$ cat src/include/sfm_params.svh
`ifndef SFM_PARAMS_SVH
`define SFM_PARAMS_SVH

// unsigned Q0.16 addend
`define SFM_ADD_WIDTH   16

// unsigned Q16.16 datapath word
`define SFM_ACC_WIDTH   32
`define SFM_FRAC_BITS   16

// multiply-add latency and number of circulating partial sums
`define SFM_FMA_STAGES  3

`define SFM_FIFO_DEPTH  12

// newton-raphson refinement steps
`define SFM_INV_ITERS   2

// linear seed x0 = 48/17 - 32/17 * d in Q16.16
`define SFM_SEED_A      32'h0002_D2D2
`define SFM_SEED_B      32'h0001_E1E2

// signed normalization shift
`define SFM_SHIFT_WIDTH 6

`endif

$ cat src/rtl/sfm_pkg.sv
`include "sfm_params.svh"

package sfm_pkg;

    typedef logic [`SFM_ADD_WIDTH-1:0] add_word_t;
    typedef logic [`SFM_ACC_WIDTH-1:0] acc_word_t;
    typedef logic signed [`SFM_SHIFT_WIDTH-1:0] shift_t;
    typedef logic [1:0] in_flight_t;

    // ADD: a + c, MUL: a * b, NMADD: c - a * b
    typedef enum logic [1:0] {
        OP_ADD,
        OP_MUL,
        OP_NMADD
    } fma_op_e;

    typedef enum logic [3:0] {
        IDLE,
        COMPUTING,
        FINISHING,
        REDUCTION,
        INVERSION,
        INV_FMA,
        INV_MUL,
        FINISHED
    } acc_state_e;

endpackage

$ cat src/rtl/sfm_fma_if.sv
`timescale 1ns/1ns

interface sfm_fma_if import sfm_pkg::*; ();

    // request side, one per cycle, no backpressure
    logic      req_valid;
    fma_op_e   req_op;
    acc_word_t op_a;
    acc_word_t op_b;
    acc_word_t op_c;

    // result side, fixed latency after the request
    logic      res_valid;
    acc_word_t res;

    modport ctrl (
        output req_valid, req_op, op_a, op_b, op_c,
        input  res_valid, res
    );

    modport unit (
        input  req_valid, req_op, op_a, op_b, op_c,
        output res_valid, res
    );

endinterface

$ cat src/rtl/sfm_fma_pipe.sv
`timescale 1ns/1ns
`include "sfm_params.svh"

module sfm_fma_pipe import sfm_pkg::*; (
    input  logic         clk_i,
    input  logic         rst_ni,
    input  logic         flush_i,
    sfm_fma_if.unit      fma
);

    localparam int unsigned STAGES = `SFM_FMA_STAGES;
    localparam int unsigned W      = `SFM_ACC_WIDTH;
    localparam int unsigned FRAC   = `SFM_FRAC_BITS;

    logic [2*W-1:0]    prod;
    acc_word_t         prod_trunc;
    acc_word_t         stage_res;

    logic [STAGES-1:0] valid_q;
    acc_word_t         data_q [STAGES];

    // first stage does all the arithmetic
    always_comb begin
        prod       = fma.op_a * fma.op_b;
        prod_trunc = prod[FRAC +: W];
        case (fma.req_op)
            OP_ADD:   stage_res = fma.op_a + fma.op_c;
            OP_MUL:   stage_res = prod_trunc;
            OP_NMADD: stage_res = fma.op_c - prod_trunc;
            default:  stage_res = '0;
        endcase
    end

    always_ff @(posedge clk_i or negedge rst_ni) begin
        if (!rst_ni) begin
            valid_q <= '0;
        end else if (flush_i) begin
            valid_q <= '0;
        end else begin
            valid_q[0] <= fma.req_valid;
            for (int i = 1; i < STAGES; i++) begin
                valid_q[i] <= valid_q[i-1];
            end
        end
    end

    // remaining stages only carry the value
    always_ff @(posedge clk_i) begin
        data_q[0] <= stage_res;
        for (int i = 1; i < STAGES; i++) begin
            data_q[i] <= data_q[i-1];
        end
    end

    assign fma.res_valid = valid_q[STAGES-1];
    assign fma.res       = data_q[STAGES-1];

endmodule

$ cat src/rtl/sfm_addend_fifo.sv
`timescale 1ns/1ns
`include "sfm_params.svh"

module sfm_addend_fifo import sfm_pkg::*; (
    input  logic      clk_i,
    input  logic      rst_ni,
    input  logic      flush_i,
    input  logic      push_i,
    input  logic      pop_i,
    input  acc_word_t data_i,
    output acc_word_t data_o,
    output logic      full_o,
    output logic      empty_o
);

    localparam int unsigned DEPTH = `SFM_FIFO_DEPTH;
    localparam int unsigned PTR_W = $clog2(DEPTH);
    localparam int unsigned CNT_W = $clog2(DEPTH + 1);

    logic [PTR_W-1:0] wr_ptr_q;
    logic [PTR_W-1:0] rd_ptr_q;
    logic [CNT_W-1:0] count_q;
    acc_word_t        mem_q [DEPTH];

    always_ff @(posedge clk_i or negedge rst_ni) begin
        if (!rst_ni) begin
            wr_ptr_q <= '0;
            rd_ptr_q <= '0;
            count_q  <= '0;
        end else if (flush_i) begin
            wr_ptr_q <= '0;
            rd_ptr_q <= '0;
            count_q  <= '0;
        end else begin
            if (push_i) begin
                wr_ptr_q <= (wr_ptr_q == PTR_W'(DEPTH - 1)) ? '0 : wr_ptr_q + 1'b1;
            end
            if (pop_i) begin
                rd_ptr_q <= (rd_ptr_q == PTR_W'(DEPTH - 1)) ? '0 : rd_ptr_q + 1'b1;
            end
            case ({push_i, pop_i})
                2'b10:   count_q <= count_q + 1'b1;
                2'b01:   count_q <= count_q - 1'b1;
                default: count_q <= count_q;
            endcase
        end
    end

    always_ff @(posedge clk_i) begin
        if (push_i) begin
            mem_q[wr_ptr_q] <= data_i;
        end
    end

    assign data_o  = mem_q[rd_ptr_q];
    assign empty_o = (count_q == '0);
    assign full_o  = (count_q == CNT_W'(DEPTH));

    a_no_overflow: assert property (@(posedge clk_i) disable iff (!rst_ni)
        push_i |-> !full_o);
    a_no_underflow: assert property (@(posedge clk_i) disable iff (!rst_ni)
        pop_i |-> !empty_o);

endmodule

$ cat src/rtl/sfm_den_inverter.sv
`timescale 1ns/1ns
`include "sfm_params.svh"

module sfm_den_inverter import sfm_pkg::*; (
    input  logic      clk_i,
    input  logic      rst_ni,
    input  logic      clear_i,
    input  logic      start_i,
    input  acc_word_t den_i,
    output logic      done_o,
    output acc_word_t d_norm_o,
    output acc_word_t seed_o,
    output shift_t    shift_o
);

    localparam int unsigned W        = `SFM_ACC_WIDTH;
    localparam int unsigned FRAC     = `SFM_FRAC_BITS;
    localparam int          NORM_POS = `SFM_FRAC_BITS - 1;

    logic [$clog2(W)-1:0] lead_pos;
    acc_word_t            d_norm;
    shift_t               shift;
    logic [2*W-1:0]       seed_prod;

    logic      valid1_q;
    logic      valid2_q;
    acc_word_t d_norm1_q;
    acc_word_t d_norm2_q;
    shift_t    shift1_q;
    shift_t    shift2_q;
    acc_word_t seed_q;

    // highest set bit wins
    always_comb begin
        lead_pos = '0;
        for (int i = 0; i < W; i++) begin
            if (den_i[i]) begin
                lead_pos = i[$clog2(W)-1:0];
            end
        end
    end

    // move the leading one to bit 15, d_norm in [0.5, 1)
    always_comb begin
        shift = shift_t'(int'(lead_pos) - NORM_POS);
        if (int'(lead_pos) >= NORM_POS) begin
            d_norm = den_i >> (int'(lead_pos) - NORM_POS);
        end else begin
            d_norm = den_i << (NORM_POS - int'(lead_pos));
        end
    end

    assign seed_prod = `SFM_SEED_B * d_norm1_q;

    always_ff @(posedge clk_i or negedge rst_ni) begin
        if (!rst_ni) begin
            valid1_q <= 1'b0;
            valid2_q <= 1'b0;
        end else if (clear_i) begin
            valid1_q <= 1'b0;
            valid2_q <= 1'b0;
        end else begin
            valid1_q <= start_i;
            valid2_q <= valid1_q;
        end
    end

    always_ff @(posedge clk_i) begin
        d_norm1_q <= d_norm;
        shift1_q  <= shift;
        d_norm2_q <= d_norm1_q;
        shift2_q  <= shift1_q;
        seed_q    <= `SFM_SEED_A - seed_prod[FRAC +: W];
    end

    assign done_o   = valid2_q;
    assign d_norm_o = d_norm2_q;
    assign seed_o   = seed_q;
    assign shift_o  = shift2_q;

    // a zero sum has no leading one to normalize on
    a_den_nonzero: assert property (@(posedge clk_i) disable iff (!rst_ni)
        start_i |-> den_i != '0);

endmodule

$ cat src/rtl/sfm_acc_ctrl.sv
`timescale 1ns/1ns
`include "sfm_params.svh"

module sfm_acc_ctrl import sfm_pkg::*; (
    input  logic      clk_i,
    input  logic      rst_ni,
    input  logic      clear_i,
    input  logic      add_valid_i,
    input  logic      finish_i,
    input  add_word_t add_i,
    input  acc_word_t fifo_head_i,
    input  logic      fifo_empty_i,
    input  logic      fifo_full_i,
    output logic      fifo_push_o,
    output logic      fifo_pop_o,
    output acc_word_t fifo_data_o,
    sfm_fma_if.ctrl   fma,
    output logic      inv_start_o,
    output acc_word_t inv_den_o,
    input  logic      inv_done_i,
    input  acc_word_t inv_d_norm_i,
    input  acc_word_t inv_seed_i,
    input  shift_t    inv_shift_i,
    output logic      ready_o,
    output logic      valid_o,
    output acc_word_t acc_o,
    output shift_t    shift_o
);

    localparam int unsigned STAGES  = `SFM_FMA_STAGES;
    localparam int unsigned ITERS   = `SFM_INV_ITERS;
    localparam int unsigned ITER_W  = $clog2(ITERS + 1);
    localparam acc_word_t   FMA_TWO = acc_word_t'(2 << `SFM_FRAC_BITS);

    acc_state_e  state_q, state_d;
    in_flight_t  in_flight_q;
    logic        red_toggle_q;
    logic [ITER_W-1:0] iter_q;
    acc_word_t   d_norm_q;
    acc_word_t   x_q;
    shift_t      shift_q;

    logic accept;
    logic busy;
    logic park;
    logic flight_inc, flight_dec;
    logic red_flip;
    logic iter_inc, iter_clr;
    logic load_seed, load_x;

    // no new addends while the sum is being reduced and inverted
    assign busy    = (state_q == REDUCTION) || (state_q == INVERSION) ||
                     (state_q == INV_FMA) || (state_q == INV_MUL);
    assign ready_o = !fifo_full_i && !busy;
    assign accept  = add_valid_i && ready_o;

    always_comb begin
        state_d       = state_q;
        fma.req_valid = 1'b0;
        fma.req_op    = OP_ADD;
        fma.op_a      = '0;
        fma.op_b      = '0;
        fma.op_c      = '0;
        fifo_pop_o    = 1'b0;
        park          = 1'b0;
        flight_inc    = 1'b0;
        flight_dec    = 1'b0;
        red_flip      = 1'b0;
        inv_start_o   = 1'b0;
        load_seed     = 1'b0;
        load_x        = 1'b0;
        iter_inc      = 1'b0;
        iter_clr      = 1'b0;

        unique case (state_q)
            IDLE, FINISHED: begin
                if (accept) begin
                    state_d = COMPUTING;
                end
            end
            COMPUTING, FINISHING: begin
                if (fma.res_valid) begin
                    // returning sum picks up the head, or zero to keep circulating
                    fma.req_valid = 1'b1;
                    fma.op_a      = fma.res;
                    if (!fifo_empty_i) begin
                        fma.op_c   = fifo_head_i;
                        fifo_pop_o = 1'b1;
                    end
                end else if (!fifo_empty_i && in_flight_q < STAGES) begin
                    fma.req_valid = 1'b1;
                    fma.op_c      = fifo_head_i;
                    fifo_pop_o    = 1'b1;
                    flight_inc    = 1'b1;
                end
                if (state_q == COMPUTING) begin
                    if (finish_i) begin
                        state_d = FINISHING;
                    end
                end else if (fifo_empty_i && !accept) begin
                    state_d = REDUCTION;
                end
            end
            REDUCTION: begin
                if (fma.res_valid) begin
                    if (in_flight_q == in_flight_t'(1)) begin
                        inv_start_o = 1'b1;
                        flight_dec  = 1'b1;
                        state_d     = INVERSION;
                    end else if (!red_toggle_q) begin
                        park     = 1'b1;
                        red_flip = 1'b1;
                    end else begin
                        fma.req_valid = 1'b1;
                        fma.op_a      = fma.res;
                        fma.op_c      = fifo_head_i;
                        fifo_pop_o    = 1'b1;
                        flight_dec    = 1'b1;
                        red_flip      = 1'b1;
                    end
                end
            end
            INVERSION: begin
                if (inv_done_i) begin
                    // e = 2 - d * x0
                    load_seed     = 1'b1;
                    fma.req_valid = 1'b1;
                    fma.req_op    = OP_NMADD;
                    fma.op_a      = inv_d_norm_i;
                    fma.op_b      = inv_seed_i;
                    fma.op_c      = FMA_TWO;
                    state_d       = INV_FMA;
                end
            end
            INV_FMA: begin
                if (fma.res_valid) begin
                    fma.req_valid = 1'b1;
                    fma.req_op    = OP_MUL;
                    fma.op_a      = x_q;
                    fma.op_b      = fma.res;
                    state_d       = INV_MUL;
                end
            end
            INV_MUL: begin
                if (fma.res_valid) begin
                    load_x = 1'b1;
                    if (iter_q == ITER_W'(ITERS - 1)) begin
                        iter_clr = 1'b1;
                        state_d  = FINISHED;
                    end else begin
                        iter_inc      = 1'b1;
                        fma.req_valid = 1'b1;
                        fma.req_op    = OP_NMADD;
                        fma.op_a      = d_norm_q;
                        fma.op_b      = fma.res;
                        fma.op_c      = FMA_TWO;
                        state_d       = INV_FMA;
                    end
                end
            end
            default: state_d = IDLE;
        endcase
    end

    always_ff @(posedge clk_i or negedge rst_ni) begin
        if (!rst_ni) begin
            state_q      <= IDLE;
            in_flight_q  <= '0;
            red_toggle_q <= 1'b0;
            iter_q       <= '0;
            x_q          <= '0;
            shift_q      <= '0;
        end else if (clear_i) begin
            state_q      <= IDLE;
            in_flight_q  <= '0;
            red_toggle_q <= 1'b0;
            iter_q       <= '0;
            x_q          <= '0;
            shift_q      <= '0;
        end else begin
            state_q <= state_d;
            if (flight_inc) begin
                in_flight_q <= in_flight_q + 1'b1;
            end else if (flight_dec) begin
                in_flight_q <= in_flight_q - 1'b1;
            end
            if (red_flip) begin
                red_toggle_q <= !red_toggle_q;
            end
            if (iter_clr) begin
                iter_q <= '0;
            end else if (iter_inc) begin
                iter_q <= iter_q + 1'b1;
            end
            if (load_seed) begin
                x_q     <= inv_seed_i;
                shift_q <= inv_shift_i;
            end else if (load_x) begin
                x_q <= fma.res;
            end
        end
    end

    always_ff @(posedge clk_i) begin
        if (load_seed) begin
            d_norm_q <= inv_d_norm_i;
        end
    end

    assign fifo_push_o = accept || park;
    assign fifo_data_o = park ? fma.res : acc_word_t'(add_i);
    assign inv_den_o   = fma.res;
    assign valid_o     = (state_q == FINISHED);
    assign acc_o       = x_q;
    assign shift_o     = shift_q;

    // a full pipe hands back a sum every cycle
    a_flight_bound: assert property (@(posedge clk_i) disable iff (!rst_ni || clear_i)
        (state_q inside {COMPUTING, FINISHING}) && in_flight_q == in_flight_t'(STAGES)
        |-> fma.res_valid);
    // seed must come back in time for the first NMADD
    a_inv_latency: assert property (@(posedge clk_i) disable iff (!rst_ni || clear_i)
        inv_start_o |-> ##2 inv_done_i);

endmodule

$ cat src/rtl/sfm_accumulator.sv
`timescale 1ns/1ns

module sfm_accumulator import sfm_pkg::*; (
    input  logic      clk_i,
    input  logic      rst_ni,
    input  logic      clear_i,
    input  logic      add_valid_i,
    input  add_word_t add_i,
    input  logic      finish_i,
    output logic      ready_o,
    output logic      valid_o,
    output acc_word_t acc_o,
    output shift_t    shift_o
);

    logic      fifo_push;
    logic      fifo_pop;
    logic      fifo_full;
    logic      fifo_empty;
    acc_word_t fifo_wdata;
    acc_word_t fifo_head;

    logic      inv_start;
    logic      inv_done;
    acc_word_t inv_den;
    acc_word_t inv_d_norm;
    acc_word_t inv_seed;
    shift_t    inv_shift;

    sfm_fma_if fma_bus ();

    sfm_acc_ctrl i_ctrl (
        .clk_i        (clk_i),
        .rst_ni       (rst_ni),
        .clear_i      (clear_i),
        .add_valid_i  (add_valid_i),
        .finish_i     (finish_i),
        .add_i        (add_i),
        .fifo_head_i  (fifo_head),
        .fifo_empty_i (fifo_empty),
        .fifo_full_i  (fifo_full),
        .fifo_push_o  (fifo_push),
        .fifo_pop_o   (fifo_pop),
        .fifo_data_o  (fifo_wdata),
        .fma          (fma_bus),
        .inv_start_o  (inv_start),
        .inv_den_o    (inv_den),
        .inv_done_i   (inv_done),
        .inv_d_norm_i (inv_d_norm),
        .inv_seed_i   (inv_seed),
        .inv_shift_i  (inv_shift),
        .ready_o      (ready_o),
        .valid_o      (valid_o),
        .acc_o        (acc_o),
        .shift_o      (shift_o)
    );

    sfm_addend_fifo i_fifo (
        .clk_i   (clk_i),
        .rst_ni  (rst_ni),
        .flush_i (clear_i),
        .push_i  (fifo_push),
        .pop_i   (fifo_pop),
        .data_i  (fifo_wdata),
        .data_o  (fifo_head),
        .full_o  (fifo_full),
        .empty_o (fifo_empty)
    );

    sfm_fma_pipe i_fma (
        .clk_i   (clk_i),
        .rst_ni  (rst_ni),
        .flush_i (clear_i),
        .fma     (fma_bus)
    );

    sfm_den_inverter i_inv (
        .clk_i    (clk_i),
        .rst_ni   (rst_ni),
        .clear_i  (clear_i),
        .start_i  (inv_start),
        .den_i    (inv_den),
        .done_o   (inv_done),
        .d_norm_o (inv_d_norm),
        .seed_o   (inv_seed),
        .shift_o  (inv_shift)
    );

endmodule

$ cat config.mk
export PLATFORM = sky130hd
export DESIGN_NAME = sfm_accumulator
export DESIGN_NICKNAME = d
export VERILOG_FILES = /design/src/rtl/sfm_pkg.sv /design/src/rtl/sfm_fma_if.sv /design/src/rtl/sfm_fma_pipe.sv /design/src/rtl/sfm_addend_fifo.sv /design/src/rtl/sfm_den_inverter.sv /design/src/rtl/sfm_acc_ctrl.sv /design/src/rtl/sfm_accumulator.sv
export VERILOG_INCLUDE_DIRS = /design/src /design/src/include
export SDC_FILE = /design/constraint.sdc
export NUM_CORES = 2
export LEC_CHECK = 0
export ABC_AREA = 1
export BUFFER_PORTS_ARGS = -buffer_cell sky130_fd_sc_hd__buf_2
export CAP_MARGIN = 20
export CORE_MARGIN = 2
export CORE_UTILIZATION = 40
export CTS_BUF_LIST = sky130_fd_sc_hd__clkbuf_4
export DETAILED_ROUTE_END_ITERATION = 16
export PLACE_DENSITY_LB_ADDON = 0.08
export SLEW_MARGIN = 20
export SYNTH_ARGS = -nofsm -noshare
export SYNTH_HDL_FRONTEND = slang
export SYNTH_SLANG_ARGS = --single-unit
$ cat constraint.sdc
create_clock -name clk_i -period 9.7 [get_ports clk_i]
set_clock_uncertainty 0.1 [all_clocks]
set_input_delay 1.455 -clock clk_i [delete_from_list [all_inputs] [get_ports clk_i]]
set_output_delay 1.455 -clock clk_i [all_outputs]
set_load 0.03 [all_outputs]
==> results by group <==
Synth
  – Ys flop type: edfxtp_1
  – Avg Inst Size Synth: 8.99 um^2
  – Post-Synthesis Cells: 7254
  – FF+latch count, synth: 683
  – Synth warn: 0
  – Sequential area share after synthesis: 27.8%
  – Count of different cell masters after synthesis: 73
  – FFs w/ async S/R, synth: 9.22%
  – Post-synth EDFFs: 416
  – Syn nets: 8615
  – Post-Syn Area: 65200 um^2

Worst hold path
  – Hold Path Class: flip-flop to flip-flop
  – Hold_sp: i_fma.data_q[0][17]

Die
  – Total core area: 162000 um^2
  – I/O pins: 61
  – Starting density of the core: 40.2%
  – Full die area: 166000 um^2
  – Chip Width: 408 um
  – # rows: 148
  – Die Y: 408 um

Flow run
  – Max Cap Violations: 0

Critical path
  – Max stage delay cell, worst path: fa_2
  – R2R Setup Slk: -0.48 ns
  – Required @ worst endpoint: 10.51 ns
  – Critical path endpoint category: flip-flop
  – Startpoint types: flip-flop
  – CP Launch Point: i_ctrl.state_q[2]
  – Most numerous cell on the critical path: nand2_1
  – Crit path kind: flip-flop to flip-flop
  – CP arrival: 11.00 ns
  – CP Max Fanout: 7
  – Worst R2R Start: i_ctrl.state_q[2]
  – CP max stage delay: 0.59 ns

Timing
  – Final WS setup: -0.484 ns
  – Final Cycle Share: 105%
  – Hold slack: 0.214 ns
  – Final setup violating endpoints: 14
  – Final min period: 10.18 ns
  – RSZ-0062 raised after global routing: true
  – Max-slew violations: 0
  – Slew HR: 30.0%
  – Final hold vios: 0
  – Slew at the pin closest to its max-slew limit: 1.04 ns
  – Top achievable clock speed: 0.0982 GHz

Finish
  – Commonest non-fill, non-tap cell in the layout: inv_1
  – Fin nets: 9317
  – Area delta synth->final: 19.0%
  – Fraction of layout cells with a size suffix above 1: 19.3%
  – Fill cells: 15900
  – Most frequent cells in the layout: inv_1 (1222), nand2_1 (1100), fa_1 (922)

GRT
  – Vias in the first global route: 54600
  – Initial antenna violation count: 5
  – Largest net degree at the start of global routing: 65
  – Overflow left after global routing: 0
  – First-pass GRT wire length: 353 mm
  – GRT Overall Usage: 28.5%

Route
  – Top layer in use: met5
  – Total wire length: 238 mm
  – Post-route ant nets: 0
  – DRT iter0 DRCs: 4116
  – Wire per inst: 23.2 um
  – Initial DRT Pass Iterations: 6
  – Remaining routing DRC violations: 0
  – DR vias: 53400
  – Vias per cell: 5.20
  – WL met2: 109 mm
  – Wl on met1: 108 mm
  – Met3 routed wirelength: 14.7 mm

Placement
  – IO Port Bufs: 60
  – Hpwl dp: 186 mm
  – Global placer's final weighted congestion: 0.921

Outcome
  – Failing checks: negative setup slack
  – Outcome: complete, but fails checks

Clock tree
  – Clock Root Buffer: clkbuf_4
  – Clock buffer depth: 3
  – Clock slew at reported path FFs: 0.08 ns
  – CTS Sinks: 683
  – TritonCTS buffer count: 175
  – Worst skew pair latency: 1.08 ns
  – Cts hold-fix bufs: 0
  – H-tree depth: 4
  – CTS tree: yes
[cell type report]
type                    instances  area (um^2)  share of cell area (%)
clock inverters                43          293                   0.377
well taps                    2175         2720                    3.51
flip-flops and latches        683        18200                    23.4
multi-input cells            4955        42600                    54.9
repair inverters                1         6.26                 0.00806
clock buffers                 264         1980                    2.55
inverters                    1302         4950                    6.38
diodes                          3         7.51                 0.00967
repair buffers                838         6880                    8.86
[final timing paths]
kind / end / depth (start not counted)
setup / recovery: i_fma.data_q[0][31] / 53
hold / removal: i_fma.data_q[0][49] / 0
setup reg to reg: i_fma.data_q[0][31] / 53
hold reg to reg: i_fma.data_q[0][49] / 0
max in group asynchronous: i_fifo.rd_ptr_q[0] / 2
min in group asynchronous: i_ctrl.acc_o[28] / 1
[cells by family (layout without fill, tap and decap cells)]
family | Yosys count | after routing | share of synthesized area (%)
compound gates | 946 | 946 | 8.45
fa+ha+maj | 1340 | 1340 | 36.6
buf+inv | 1617 | 2448 | 9.40
simple gates | 2527 | 2528 | 15.8
mux | 7 | 7 | 0.107
other cells | 0 | 3 | 0
xor+xnor | 134 | 134 | 1.80
flops | 683 | 683 | 27.8
[per-layer routing]
| layer | vias up | global-route usage (%) |
|---|---|---|
| met1 | 27000 | 41.1 |
| met4 | 2 | 7.09 |
| li1 | 24400 | - |
| met5 | - | 0 |
| met2 | 1743 | 45.3 |
| met3 | 248 | 3.69 |
[through the flow]
| step | cell area (um^2) | setup slack, ns | cells | util [%] | TNS, ns |
|---|---|---|---|---|---|
| 2_1_floorplan | 65500 | -0.0212 | 7254 | - | -0.0377 |
| 3_3_place_gp | 73000 | -0.824 | 9887 | 44.9 | -8.44 |
| 3_5_place_dp | 73000 | -0.890 | 9888 | 44.9 | -9.52 |
| 4_1_cts | 75700 | -0.575 | 10200 | 46.6 | -5.22 |
| 5_1_grt | 77600 | -0.978 | 10300 | 47.8 | -11.23 |
| 6_report | 77600 | -0.484 | 10300 | 47.8 | -4.38 |
[repair_timing]
item / CTS / global route
cloned: 0 / 5
endpoints found under the setup margin: 20 / 23
buffers inserted: 18 / 44
pin swaps: 28 / 102
gates resized for setup: 85 / 368
[state kept, by name, summed over array words and instances, names as in the netlist]
signal,count
i_fifo.rd_ptr_q,4
i_fifo.wr_ptr_q,4
i_ctrl.d_norm_q,32
i_fma.data_q,96
i_inv.shift_o,6
i_ctrl.red_toggle_q,1
i_ctrl.in_flight_q,2
i_ctrl.iter_q,2
i_ctrl.shift_o,6
i_inv.valid1_q,1
i_inv.d_norm1_q,32
i_fma.valid_q,3
i_fifo.count_q,4
i_inv.seed_o,32
i_ctrl.state_q,3
i_inv.d_norm_o,32
i_inv.done_o,1
i_ctrl.acc_o,32
i_inv.shift1_q,6
i_fifo.mem_q,384
[synth_stat cells, types with 90 or more instances]
library cell	n	area share, %
nand3_1	350	2.7
fa_1	946	29
dfxtp_1	204	6.3
a21oi_1	223	1.7
clkbuf_1	265	1.5
inv_1	1255	7.2
xor2_1	90	1.2
o21ai_0	407	3.1
ha_1	394	7.6
nand2_1	1123	6.5
edfxtp_1	416	19
nor2_1	934	5.4
[critical path: cells and delay by family (launching register included)]
kind	cells	cell delay, ns
fa+ha+maj	10	4.68
xor+xnor	1	0.14
simple gates	20	1.45
flops	1	0.43
compound gates	12	2.13
buf+inv	10	1.09
Power is not shown: default switching activity piles up to over one toggle a cycle in this logic, so the estimate is an artifact.
